===== config.mk =====
export PLATFORM = sky130hd
export DESIGN_NAME = mvu_ctrl_top
export DESIGN_NICKNAME = d
export VERILOG_FILES = /design/src/common/mvu_pkg.sv /design/src/hdl/delay_line.sv /design/src/hdl/mvu_controller.sv /design/src/agu/mvu_agu.sv /design/src/hdl/quant_writeback.sv /design/src/hdl/mvu_ctrl_top.sv
export SDC_FILE = /design/constraint.sdc
export NUM_CORES = 1
export LEC_CHECK = 0
export ABC_CLOCK_PERIOD_IN_PS = 5300
export BUFFER_PORTS_ARGS = -buffer_cell sky130_fd_sc_hd__buf_2
export CAP_MARGIN = 20
export CORE_MARGIN = 5
export CORE_UTILIZATION = 57
export DETAILED_ROUTE_END_ITERATION = 12
export GPL_ROUTABILITY_DRIVEN = 0
export HOLD_SLACK_MARGIN = 0.08
export PLACE_DENSITY_LB_ADDON = 0.1
export SYNTH_ARGS = -nofsm -noshare
export SYNTH_HDL_FRONTEND = slang
export SYNTH_SLANG_ARGS = --single-unit

===== constraint.sdc =====
create_clock -name clk -period 5.3 [get_ports clk]
set_clock_uncertainty 0.15 [all_clocks]
set_input_delay 1.06 -clock clk [delete_from_list [all_inputs] [get_ports clk]]
set_output_delay 1.06 -clock clk [all_outputs]
set_load 0.05 [all_outputs]

===== src/common/mvu_pkg.sv =====
package mvu_pkg;

    // Memory address widths
    localparam int BDBANKA = 15;                // Data bank address bits
    localparam int BWBANKA = 9;                 // Weight bank address bits

    // Configuration field widths
    localparam int BLENGTH = 15;                // Length fields, programmed as length-1
    localparam int BPREC   = 6;                 // Precision fields, programmed as bits-1
    localparam int BCNTDWN = 29;                // Job countdown

    // Datapath pipeline depths that the control strobes must track
    localparam int MEMRDLATENCY  = 2;           // Memory read latency
    localparam int VVPSTAGES     = 3;           // Vector-product pipeline
    localparam int MAXPOOLSTAGES = 1;           // Max-pool stage

    // Strobe retiming, in cycles after the address leaves the AGU
    localparam int ACC_DELAY     = VVPSTAGES + MEMRDLATENCY + 1;   // Accumulator control
    localparam int SH_DELAY      = VVPSTAGES + MEMRDLATENCY;       // Shift lands one early
    localparam int OUTLOAD_DELAY = ACC_DELAY + MAXPOOLSTAGES;      // Output base load

    // Address and stride types
    typedef logic [BDBANKA-1:0] data_addr_t;    // Data address or stride
    typedef logic [BWBANKA-1:0] weight_addr_t;  // Weight address or stride

    // Configuration types
    typedef logic [BLENGTH-1:0] length_t;       // Dimension length minus one
    typedef logic [BPREC-1:0]   prec_t;         // Precision minus one
    typedef logic [BCNTDWN-1:0] cntdwn_t;       // Run window in cycles

endpackage


===== src/hdl/delay_line.sv =====
`timescale 1ns/1ps

module delay_line #(
    parameter int DEPTH = 1                     // Cycles of delay, at least one
) (
    input  logic clk,
    input  logic rst_n,
    input  logic din,                           // Strobe in
    output logic dout                           // Same strobe DEPTH cycles later
);

    logic [DEPTH-1:0] sr;                       // Stage 0 takes the input

    always_ff @(posedge clk or negedge rst_n) begin
        if (!rst_n) begin
            sr <= '0;                           // No stray strobes after reset
        end else begin
            sr[0] <= din;
            for (int i = 1; i < DEPTH; i++) begin
                sr[i] <= sr[i-1];
            end
        end
    end

    assign dout = sr[DEPTH-1];

endmodule


===== src/hdl/mvu_controller.sv =====
`timescale 1ns/1ps

module mvu_controller (
    input  logic              clk,
    input  logic              rst_n,
    input  logic              start,            // One-cycle job start
    input  mvu_pkg::cntdwn_t  countdown,        // Number of run cycles
    output logic              run,              // Job run window
    output logic              done,             // Held until next accepted start
    output logic              irq               // One-cycle end of job pulse
);

    import mvu_pkg::*;

    cntdwn_t cnt;                               // Run cycles left after this one

    always_ff @(posedge clk or negedge rst_n) begin
        if (!rst_n) begin
            cnt  <= '0;
            run  <= 1'b0;
            done <= 1'b0;
            irq  <= 1'b0;
        end else if (start && !run) begin      // Starts are taken only when idle
            if (countdown == '0) begin          // Empty job finishes at once
                run  <= 1'b0;
                done <= 1'b1;
                irq  <= 1'b1;
            end else begin
                cnt  <= countdown - 1'b1;
                run  <= 1'b1;
                done <= 1'b0;                   // Falls with the rise of run
                irq  <= 1'b0;
            end
        end else if (run) begin
            if (cnt == '0) begin                // Last run cycle
                run  <= 1'b0;
                done <= 1'b1;
                irq  <= 1'b1;
            end else begin
                cnt  <= cnt - 1'b1;
                irq  <= 1'b0;
            end
        end else begin
            irq <= 1'b0;                        // Interrupt is a single pulse
        end
    end

    // The interrupt only ever fires alongside a finished job
    a_irq_done : assert property (@(posedge clk) disable iff (!rst_n) irq |-> done);

    // A job is either running or finished, never both
    a_run_done : assert property (@(posedge clk) disable iff (!rst_n) !(run && done));

endmodule


===== src/agu/mvu_agu.sv =====
`timescale 1ns/1ps

module mvu_agu #(
    parameter type addr_t = mvu_pkg::data_addr_t   // Data or weight address
) (
    input  logic             clk,
    input  logic             rst_n,
    input  logic             clr,               // Restart the walk
    input  logic             en,                // Advance one element
    input  addr_t            base_addr,         // First address of the block
    input  addr_t            stride0,           // Step along a row
    input  addr_t            stride1,           // Step between rows
    input  mvu_pkg::length_t length0,           // Row length minus one
    input  mvu_pkg::length_t length1,           // Row count minus one
    output addr_t            addr,              // Current read address
    output logic             row_end,           // Last element of a row
    output logic             block_end          // Last element of the block
);

    import mvu_pkg::*;

    length_t c0;                                // Position in the row
    length_t c1;                                // Row index
    addr_t   off0;                              // Running c0*stride0
    addr_t   off1;                              // Running c1*stride1
    logic    last0;                             // c0 at its length
    logic    last1;                             // c1 at its length

    assign last0 = (c0 == length0);
    assign last1 = (c1 == length1);

    // Offsets stand in for the two multiplies, wrapping at the address width
    assign addr = base_addr + off0 + off1;

    assign row_end   = en && last0;
    assign block_end = en && last0 && last1;

    // Inner dimension
    always_ff @(posedge clk or negedge rst_n) begin
        if (!rst_n) begin
            c0   <= '0;
            off0 <= '0;
        end else if (clr) begin
            c0   <= '0;
            off0 <= '0;
        end else if (en) begin
            if (last0) begin                    // Wrap to the row start
                c0   <= '0;
                off0 <= '0;
            end else begin
                c0   <= c0 + 1'b1;
                off0 <= off0 + stride0;
            end
        end
    end

    // Outer dimension, stepping once per finished row
    always_ff @(posedge clk or negedge rst_n) begin
        if (!rst_n) begin
            c1   <= '0;
            off1 <= '0;
        end else if (clr) begin
            c1   <= '0;
            off1 <= '0;
        end else if (en && last0) begin
            if (last1) begin                    // Whole block done, start over
                c1   <= '0;
                off1 <= '0;
            end else begin
                c1   <= c1 + 1'b1;
                off1 <= off1 + stride1;
            end
        end
    end

    // A block always closes on a row boundary
    a_block_row : assert property (
        @(posedge clk) disable iff (!rst_n)
        block_end |-> row_end
    );

endmodule


===== src/hdl/quant_writeback.sv =====
`timescale 1ns/1ps

module quant_writeback (
    input  logic                clk,
    input  logic                rst_n,
    input  logic                quant_start,    // Accumulated result is ready
    input  mvu_pkg::prec_t      oprecision,     // Output bits minus one
    input  logic                base_load,      // Load the output base address
    input  mvu_pkg::data_addr_t obaseaddr,      // Output base address
    output logic                quant_load,     // Quantizer captures the result
    output logic                quant_step,     // Quantizer emits one bit plane
    output logic                wrd_en,         // Data memory write enable
    output mvu_pkg::data_addr_t wrd_addr        // Data memory write address
);

    import mvu_pkg::*;

    prec_t          step_cnt;                   // Steps left after this one
    data_addr_t     out_addr;                   // Output address register
    logic           busy;
    logic [BPREC:0] steps_seen;                 // Steps issued so far in this burst
    prec_t          steps_max;                  // Precision captured for this burst

    assign busy = quant_load || quant_step;

    // Serial sequencer of one load followed by oprecision+1 steps
    always_ff @(posedge clk or negedge rst_n) begin
        if (!rst_n) begin
            quant_load <= 1'b0;
            quant_step <= 1'b0;
            step_cnt   <= '0;
        end else begin
            quant_load <= quant_start && !busy; // Ignore starts mid-sequence
            if (quant_load) begin
                quant_step <= 1'b1;
                step_cnt   <= oprecision;       // Precision sampled at load
            end else if (quant_step) begin
                if (step_cnt == '0) begin
                    quant_step <= 1'b0;         // Back to idle
                end else begin
                    step_cnt <= step_cnt - 1'b1;
                end
            end
        end
    end

    // One output word per bit plane, written upward from the base
    always_ff @(posedge clk or negedge rst_n) begin
        if (!rst_n) begin
            out_addr <= '0;
        end else if (base_load) begin
            out_addr <= obaseaddr;
        end else if (quant_step) begin
            out_addr <= out_addr + 1'b1;        // Next word after this write
        end
    end

    assign wrd_en   = quant_step;
    assign wrd_addr = out_addr;

    // Burst length bookkeeping for the step bound
    always_ff @(posedge clk or negedge rst_n) begin
        if (!rst_n) begin
            steps_seen <= '0;
            steps_max  <= '0;
        end else if (quant_load) begin
            steps_seen <= '0;
            steps_max  <= oprecision;
        end else if (quant_step) begin
            steps_seen <= steps_seen + 1'b1;
        end
    end

    a_load_step : assert property (
        @(posedge clk) disable iff (!rst_n)
        !(quant_load && quant_step)
    );

    // A burst never runs past oprecision+1 steps
    a_step_len : assert property (
        @(posedge clk) disable iff (!rst_n)
        quant_step |-> (steps_seen <= {1'b0, steps_max})
    );

endmodule


===== src/hdl/mvu_ctrl_top.sv =====
`timescale 1ns/1ps

module mvu_ctrl_top (
    input  logic                  clk,
    input  logic                  rst_n,
    input  logic                  start,        // Job start pulse
    input  mvu_pkg::cntdwn_t      countdown,    // Run window in cycles
    input  mvu_pkg::data_addr_t   ibaseaddr,    // Input base address
    input  mvu_pkg::data_addr_t   istride_0,    // Input stride along a row
    input  mvu_pkg::data_addr_t   istride_1,    // Input stride between rows
    input  mvu_pkg::length_t      ilength_0,    // Input row length minus one
    input  mvu_pkg::length_t      ilength_1,    // Input row count minus one
    input  mvu_pkg::weight_addr_t wbaseaddr,    // Weight base address
    input  mvu_pkg::weight_addr_t wstride_0,
    input  mvu_pkg::weight_addr_t wstride_1,
    input  mvu_pkg::length_t      wlength_0,
    input  mvu_pkg::length_t      wlength_1,
    input  mvu_pkg::data_addr_t   obaseaddr,    // Output base address
    input  mvu_pkg::prec_t        oprecision,   // Output bits minus one
    output logic                  run,
    output logic                  done,
    output logic                  irq,
    output mvu_pkg::data_addr_t   rdd_addr,     // Input memory read address
    output mvu_pkg::weight_addr_t rdw_addr,     // Weight memory read address
    output logic                  shacc_load,   // Accumulator load
    output logic                  shacc_acc,    // Accumulator accumulate
    output logic                  shacc_sh,     // Accumulator shift
    output logic                  quant_load,
    output logic                  quant_step,
    output logic                  wrd_en,       // Output write enable
    output mvu_pkg::data_addr_t   wrd_addr      // Output write address
);

    import mvu_pkg::*;

    logic agu_clr;                              // Accepted start only
    logic agu_row_end;                          // Input AGU row boundary
    logic agu_block_end;                        // Input AGU block boundary
    logic shacc_load_start;                     // First load of a job
    logic shacc_done;                           // Accumulation of a block done
    logic maxpool_done;                         // Quantizer start
    logic outload;                              // Output base load

    assign agu_clr = start && !run;

    mvu_controller i_mvu_controller (
        .clk       (clk),
        .rst_n     (rst_n),
        .start     (start),
        .countdown (countdown),
        .run       (run),
        .done      (done),
        .irq       (irq)
    );

    mvu_agu #(.addr_t(data_addr_t)) i_inagu (
        .clk       (clk),
        .rst_n     (rst_n),
        .clr       (agu_clr),
        .en        (run),
        .base_addr (ibaseaddr),
        .stride0   (istride_0),
        .stride1   (istride_1),
        .length0   (ilength_0),
        .length1   (ilength_1),
        .addr      (rdd_addr),
        .row_end   (agu_row_end),
        .block_end (agu_block_end)
    );

    // Weight walk shares the run window, its flags have no consumer
    mvu_agu #(.addr_t(weight_addr_t)) i_wagu (
        .clk       (clk),
        .rst_n     (rst_n),
        .clr       (agu_clr),
        .en        (run),
        .base_addr (wbaseaddr),
        .stride0   (wstride_0),
        .stride1   (wstride_1),
        .length0   (wlength_0),
        .length1   (wlength_1),
        .addr      (rdw_addr),
        .row_end   (),
        .block_end ()
    );

    // Retime controls to meet the data at the accumulators
    delay_line #(.DEPTH(SH_DELAY)) i_dly_sh (
        .clk (clk), .rst_n (rst_n), .din (agu_row_end), .dout (shacc_sh)
    );
    delay_line #(.DEPTH(ACC_DELAY)) i_dly_acc (
        .clk (clk), .rst_n (rst_n), .din (run), .dout (shacc_acc)
    );
    delay_line #(.DEPTH(ACC_DELAY)) i_dly_load (
        .clk (clk), .rst_n (rst_n), .din (start), .dout (shacc_load_start)
    );
    delay_line #(.DEPTH(ACC_DELAY)) i_dly_done (
        .clk (clk), .rst_n (rst_n), .din (agu_block_end), .dout (shacc_done)
    );
    delay_line #(.DEPTH(MAXPOOLSTAGES)) i_dly_maxpool (
        .clk (clk), .rst_n (rst_n), .din (shacc_done), .dout (maxpool_done)
    );
    delay_line #(.DEPTH(OUTLOAD_DELAY)) i_dly_outload (
        .clk (clk), .rst_n (rst_n), .din (start), .dout (outload)
    );

    // Reload the accumulators at job start and after each finished block
    assign shacc_load = shacc_load_start | shacc_done;

    quant_writeback i_quant_writeback (
        .clk         (clk),
        .rst_n       (rst_n),
        .quant_start (maxpool_done),
        .oprecision  (oprecision),
        .base_load   (outload),
        .obaseaddr   (obaseaddr),
        .quant_load  (quant_load),
        .quant_step  (quant_step),
        .wrd_en      (wrd_en),
        .wrd_addr    (wrd_addr)
    );

endmodule


# After elaboration in Yosys (flattened, before gate mapping)
# Index checks and enable logic that the tools add are counted.
[totals]
register_bits = 194
out_inout_bits = 48
wordCells = 113
[classes]
muxes = 47
bitwise = 1
reduce_logical = 20
addsub = 16
eq_ne = 7
[ops]
columns = ["operator", "n"]
rows = [
  ["15-bit two-way mux", 20],
  ["29-bit two-way mux", 4],
  ["15-bit by 1-bit adder with 15-bit output, second input constant", 5],
  ["15-bit adder", 4],
  ["15-bit equality test", 4],
  ["29-bit zero test", 2],
  ["29-bit by 1-bit subtractor with 29-bit output, second input constant", 2],
  ["9-bit two-way mux", 6],
  ["9-bit adder", 4],
  ["6-bit two-way mux", 3],
  ["1-bit two-way mux", 14],
  ["2-bit nonzero test", 6],
  ["6-bit zero test", 1],
  ["6-bit by 1-bit subtractor with 6-bit output, second input constant", 1],
  ["1-bit logical AND", 5],
  ["2-bit inequality test, second input constant", 2],
  ["2-bit AND reduction", 2],
  ["3-bit AND reduction", 1],
  ["1-bit zero test", 2],
  ["2-bit by 1-bit inequality test with 1-bit output, second input constant", 1],
  ["1-bit logical OR", 1],
  ["1-bit OR", 1],
]

# Longest topological paths before layout
[depth]
ltp_word = 4
ltp_mapped = 15

# By module
# A second synthesis with hierarchy kept.
[unflattened]
cells_unflattened = 1455
area_unflattened_um2 = 13804.5
[by_module_without_submodules]
columns = ["module", "cells_each", "seq_area_each_um2", "area_per_inst_um2", "instances"]
rows = [
  ["mvu_agu at i_inagu", 531, 1501.4, 5027.3, 1],
  ["mvu_agu at i_wagu", 386, 1201.2, 3723.6, 1],
  ["mvu_controller", 373, 800.8, 2961.6, 1],
  ["quant_writeback", 132, 575.6, 1303.8, 1],
  ["delay_line at i_dly_acc ...", 6, 150.1, 150.1, 3],
  ["delay_line at i_dly_outload", 7, 175.2, 175.2, 1],
  ["delay_line at i_dly_sh", 5, 125.1, 125.1, 1],
  ["delay_line at i_dly_maxpool", 1, 25.0, 25.0, 1],
  ["mvu_ctrl_top", 2, 0.0, 12.5, 1],
]

# Least setup slack after synthesis
# OpenSTA, ideal clock, no wires.
[synth_path]
path_kind = "input -> output"
startpoint = "in ibaseaddr[1]"
endpoint = "out rdd_addr[13]"
slack_ns = 0.289
stages = 12
arrival_time_ns = 3.801
cell_sequence = "fa_1 -> ha_1 -> inv_1 -> fa_1 -> nor2b_1 -> o21a_1 -> o21ai_0 -> nand2b_1 -> a31o_2 -> a41o_1 -> o41ai_1 -> xnor2_1"
[synth_between]
elab_chain_cells = 2
[synth_rtl]
columns = ["element", "line", "source"]
rows = [
  ["from (decl)", "mvu_ctrl_top.sv:8", "input mvu_pkg::data_addr_t ibaseaddr,"],
  ["15-bit adder (2 in series)", "mvu_agu.sv:33", "assign addr = base_addr + off0 + off1;"],
  ["to (decl)", "mvu_ctrl_top.sv:23", "output mvu_pkg::data_addr_t rdd_addr,"],
]
# Every way passes these cells.

# Worst setup path in the final report
# Same ends and word-level chain as after synthesis.

==> impl_metrics.env <==
export IMPL_status="completed"
export IMPL_synthTopCellsByCount="dfrtp_1 (188), o21ai_0 (165), nand2_1 (153)"
export IMPL_synth_top_area_cell="dfrtp_1"
export IMPL_ir_worst_vdd_mv=0.598
export IMPL_worstMarginPinSlew_ns=0.997
export IMPL_critPathLaunchType="primary input"
export IMPL_grt_pass1_wl_mm=54.9
export IMPL_clockBufferDepth=2
export IMPL_hold_buffers=0
export IMPL_crit_chain="buf_2 -> fa_1 -> ha_1 -> inv_1 -> fa_1 -> nor2b_1 -> o21a_1 -> o21ai_0 -> nand2b_1 -> a31o_2 -> a41o_1 -> o41ai_1 -> xnor2_1 -> clkbuf_4"
export IMPL_final_layout_size_suffix_gt1_frac=0.181
export IMPL_r2r_start="i_mvu_controller.run$_DFF_PN0_"
export IMPL_hold_class="reg2reg"
export IMPL_layout_worst_path_cycle_share=0.971
export IMPL_post_dp_hpwl_mm=24.7
export IMPL_cts_tree="done"
export IMPL_finalHoldViolCount=0
export IMPL_synth_top_area_share=0.358
export IMPL_clk_pin_slew_ns=0.07
export IMPL_clk_latency_ns=0.43
export IMPL_cts_setup_buffers=0
export IMPL_setup_viol=0
export IMPL_grt_pass1_vias=11200
export IMPL_antenna_found_initial=1
export IMPL_port_buffers=232
export IMPL_relSlewSlack=0.334
export IMPL_synth_fp_nets=1780
export IMPL_p_per_area_nw_per_um2=417
export IMPL_vias=11700
export IMPL_synth_most_common_cell="dfrtp_1"
export IMPL_cp_common_cell="fa_1"
export IMPL_yosysWarnings=0
export IMPL_grt_overflow=0
export IMPL_n_fill_cell=1919
export IMPL_grtUsageTotal=0.251
export IMPL_area_growth_pct=15.5
export IMPL_p_leak_nw=7.13
export IMPL_hp_start="i_dly_outload.sr[3]$_DFF_PN0_"
export IMPL_slew_viol_final=0
export IMPL_wirelength_mm=33.3
export IMPL_synth_main_ff_cell="dfrtp_1"
export IMPL_path_class="in2out"
export IMPL_grt_max_degree=110
export IMPL_cts_buffers=17
export IMPL_place_area_sq_um=14600
export IMPL_rows=55
export IMPL_fp_dieW_um=162
export IMPL_cts_root_buffer="clkbuf_16"
export IMPL_slowest_stage="fa_1"
export IMPL_critPathMaxFanout=2
export IMPL_end_kind="output pin"
export IMPL_drc=0
export IMPL_ys_types=68
export IMPL_syn_avg_cell_area_sq_um=8.78
export IMPL_die_area_sq_um=26200
export IMPL_fmax_ghz=0.194
export IMPL_synthArstFlopShare=1.00
export IMPL_wire_per_inst_um=16.6
export IMPL_ys_ff_latch=188
export IMPL_drt_iter0_drc=911
export IMPL_die_y_um=162
export IMPL_cpPeakStageDelay_ns=0.49
export IMPL_rsz0062_at_grt="no"
export IMPL_period_needed_ns=5.15
export IMPL_postRouteAntennaNets=0
export IMPL_htreeDepth=4
export IMPL_yosysSeqAreaShare=0.358
export IMPL_syn_inst=1495
export IMPL_viasPerCell=5.87
export IMPL_cts_sinks=188
export IMPL_finalInstanceArea_sq_um=15200
export IMPL_initial_core_util=0.580
export IMPL_syn_cell_area_sq_um=13100
export IMPL_whs_ns=0.195
export IMPL_io_pins=233
export IMPL_drv_cap=0
export IMPL_synth_edf_count=0
export IMPL_nets=1988
export IMPL_crit_start="ibaseaddr[1]"
export IMPL_yosys_top_cells_area="dfrtp_1 (36%), ha_1 (6.9%), o21ai_0 (6.3%)"
export IMPL_dr_pass1_iters=5
export IMPL_cp_data_required_time_ns=4.09
export IMPL_setup_tns_ns=0
export IMPL_core_sq_um=22600
export IMPL_cp_arrival_ns=3.94
==> worst max-delay path, delay by kind of cell <==
kind	cells	cell delay, ns
buf+inv	3	0.44
fa+ha+maj	3	0.93
compound gates	5	1.17
xor+xnor	1	0.16
simple gates	2	0.17
==> stage by stage <==
stage,worst slack (ns),instances,total power [mW],utilization
floorplan,0.289,1495,4.29,-
global placement,0.235,1967,4.98,0.642
detailed placement,0.153,1969,5.05,0.644
CTS,0.147,2001,6.33,0.669
global route,0.0145,2002,6.72,0.670
finish,0.155,2002,6.32,0.670
==> placed cells by master, fill, tap and decap left out, types with 28 or more instances in the layout <==
cell type and count:
and3_1 40, nand3_1 51, o21ai_0 165, nor2_1 115, fa_1 28, dfrtp_1 188
nand2_1 153, inv_1 58, xor2_1 79, nor3_1 46, xnor2_1 67, a21oi_1 94
ha_1 72, buf_2 230
==> area by class of cell <==
type                            instances  area, sq um  area share
Clock buffer                           17          425      0.0280
Clock inverter                         15          148     0.00973
Sequential cell                       188         4700       0.310
Inverter                               58          218      0.0144
Antenna cell                            1         2.50    0.000165
Timing Repair Buffer                  247         1330      0.0874
Multi-Input combinational cell       1191         7990       0.527
Tap cell                              285          357      0.0235
==> power by group <==
group / switching [mW] / internal (mW)
sequential: 0.255 / 1.63
clock: 0.636 / 0.630
combinational: 2.07 / 1.10
total: 2.96 / 3.37
==> path summary, 6_finish.rpt <==
kind	to	slack, ns	cells past startpoint
worst max-delay path	rdd_addr[13]	0.15	14
worst min-delay path	i_dly_outload.sr[4]$_DFF_PN0_	0.19	0
worst max register to register	i_mvu_controller.cnt[28]$_DFFE_PN0P_	1.69	9
worst min register to register	i_dly_outload.sr[4]$_DFF_PN0_	0.19	0
max in group asynchronous	i_dly_outload.sr[0]$_DFF_PN0_	3.45	2
min in group asynchronous	i_quant_writeback.wrd_addr[11]$_DFFE_PN0P_	0.60	1
==> cell families (layout without fill, tap and decap cells) <==
group | count (synthesis) | in the layout | share of synthesized area
AO/OA/AOI/OAI | 397 | 397 | 0.181
XOR/XNOR | 146 | 146 | 0.0974
adder cells (fa/ha/maj) | 100 | 100 | 0.111
buffers and inverters | 116 | 337 | 0.0352
flip-flops | 188 | 188 | 0.358
multiplexers | 30 | 30 | 0.0236
other | 0 | 1 | 0
AND/OR/NAND/NOR | 518 | 518 | 0.193
==> flip-flops by register name (all words and copies together), names as in the netlist <==
register and count:
i_dly_maxpool.dout 1, i_inagu.off1 15, i_mvu_controller.cnt 29, i_dly_sh.sr 5
i_quant_writeback.wrd_addr 15, i_dly_done.sr 6, i_inagu.c1 15, i_mvu_controller.done 1
i_quant_writeback.step_cnt 6, i_dly_outload.sr 7, i_wagu.c0 15, i_inagu.off0 15
i_wagu.c1 15, i_dly_acc.sr 6, i_inagu.c0 15, i_mvu_controller.run 1
i_wagu.off0 9, i_quant_writeback.quant_step 1, i_quant_writeback.quant_load 1, i_wagu.off1 9
i_mvu_controller.irq 1
==> repair_timing <==
item	CTS	global route
resized for setup	0	2
setup endpoints to repair	0	2
hold endpoints to repair	0	0
==> routing by layer <==
layer	track usage	vias to the layer above	wire length [um]
li1	-	5738	-
met1	0.356	5558	15300
met2	0.410	407	15500
met3	0.0363	40	2060
met4	0.0619	0	482
met5	0	-	0
No activity file was read; power rests on OpenSTA's default activity.
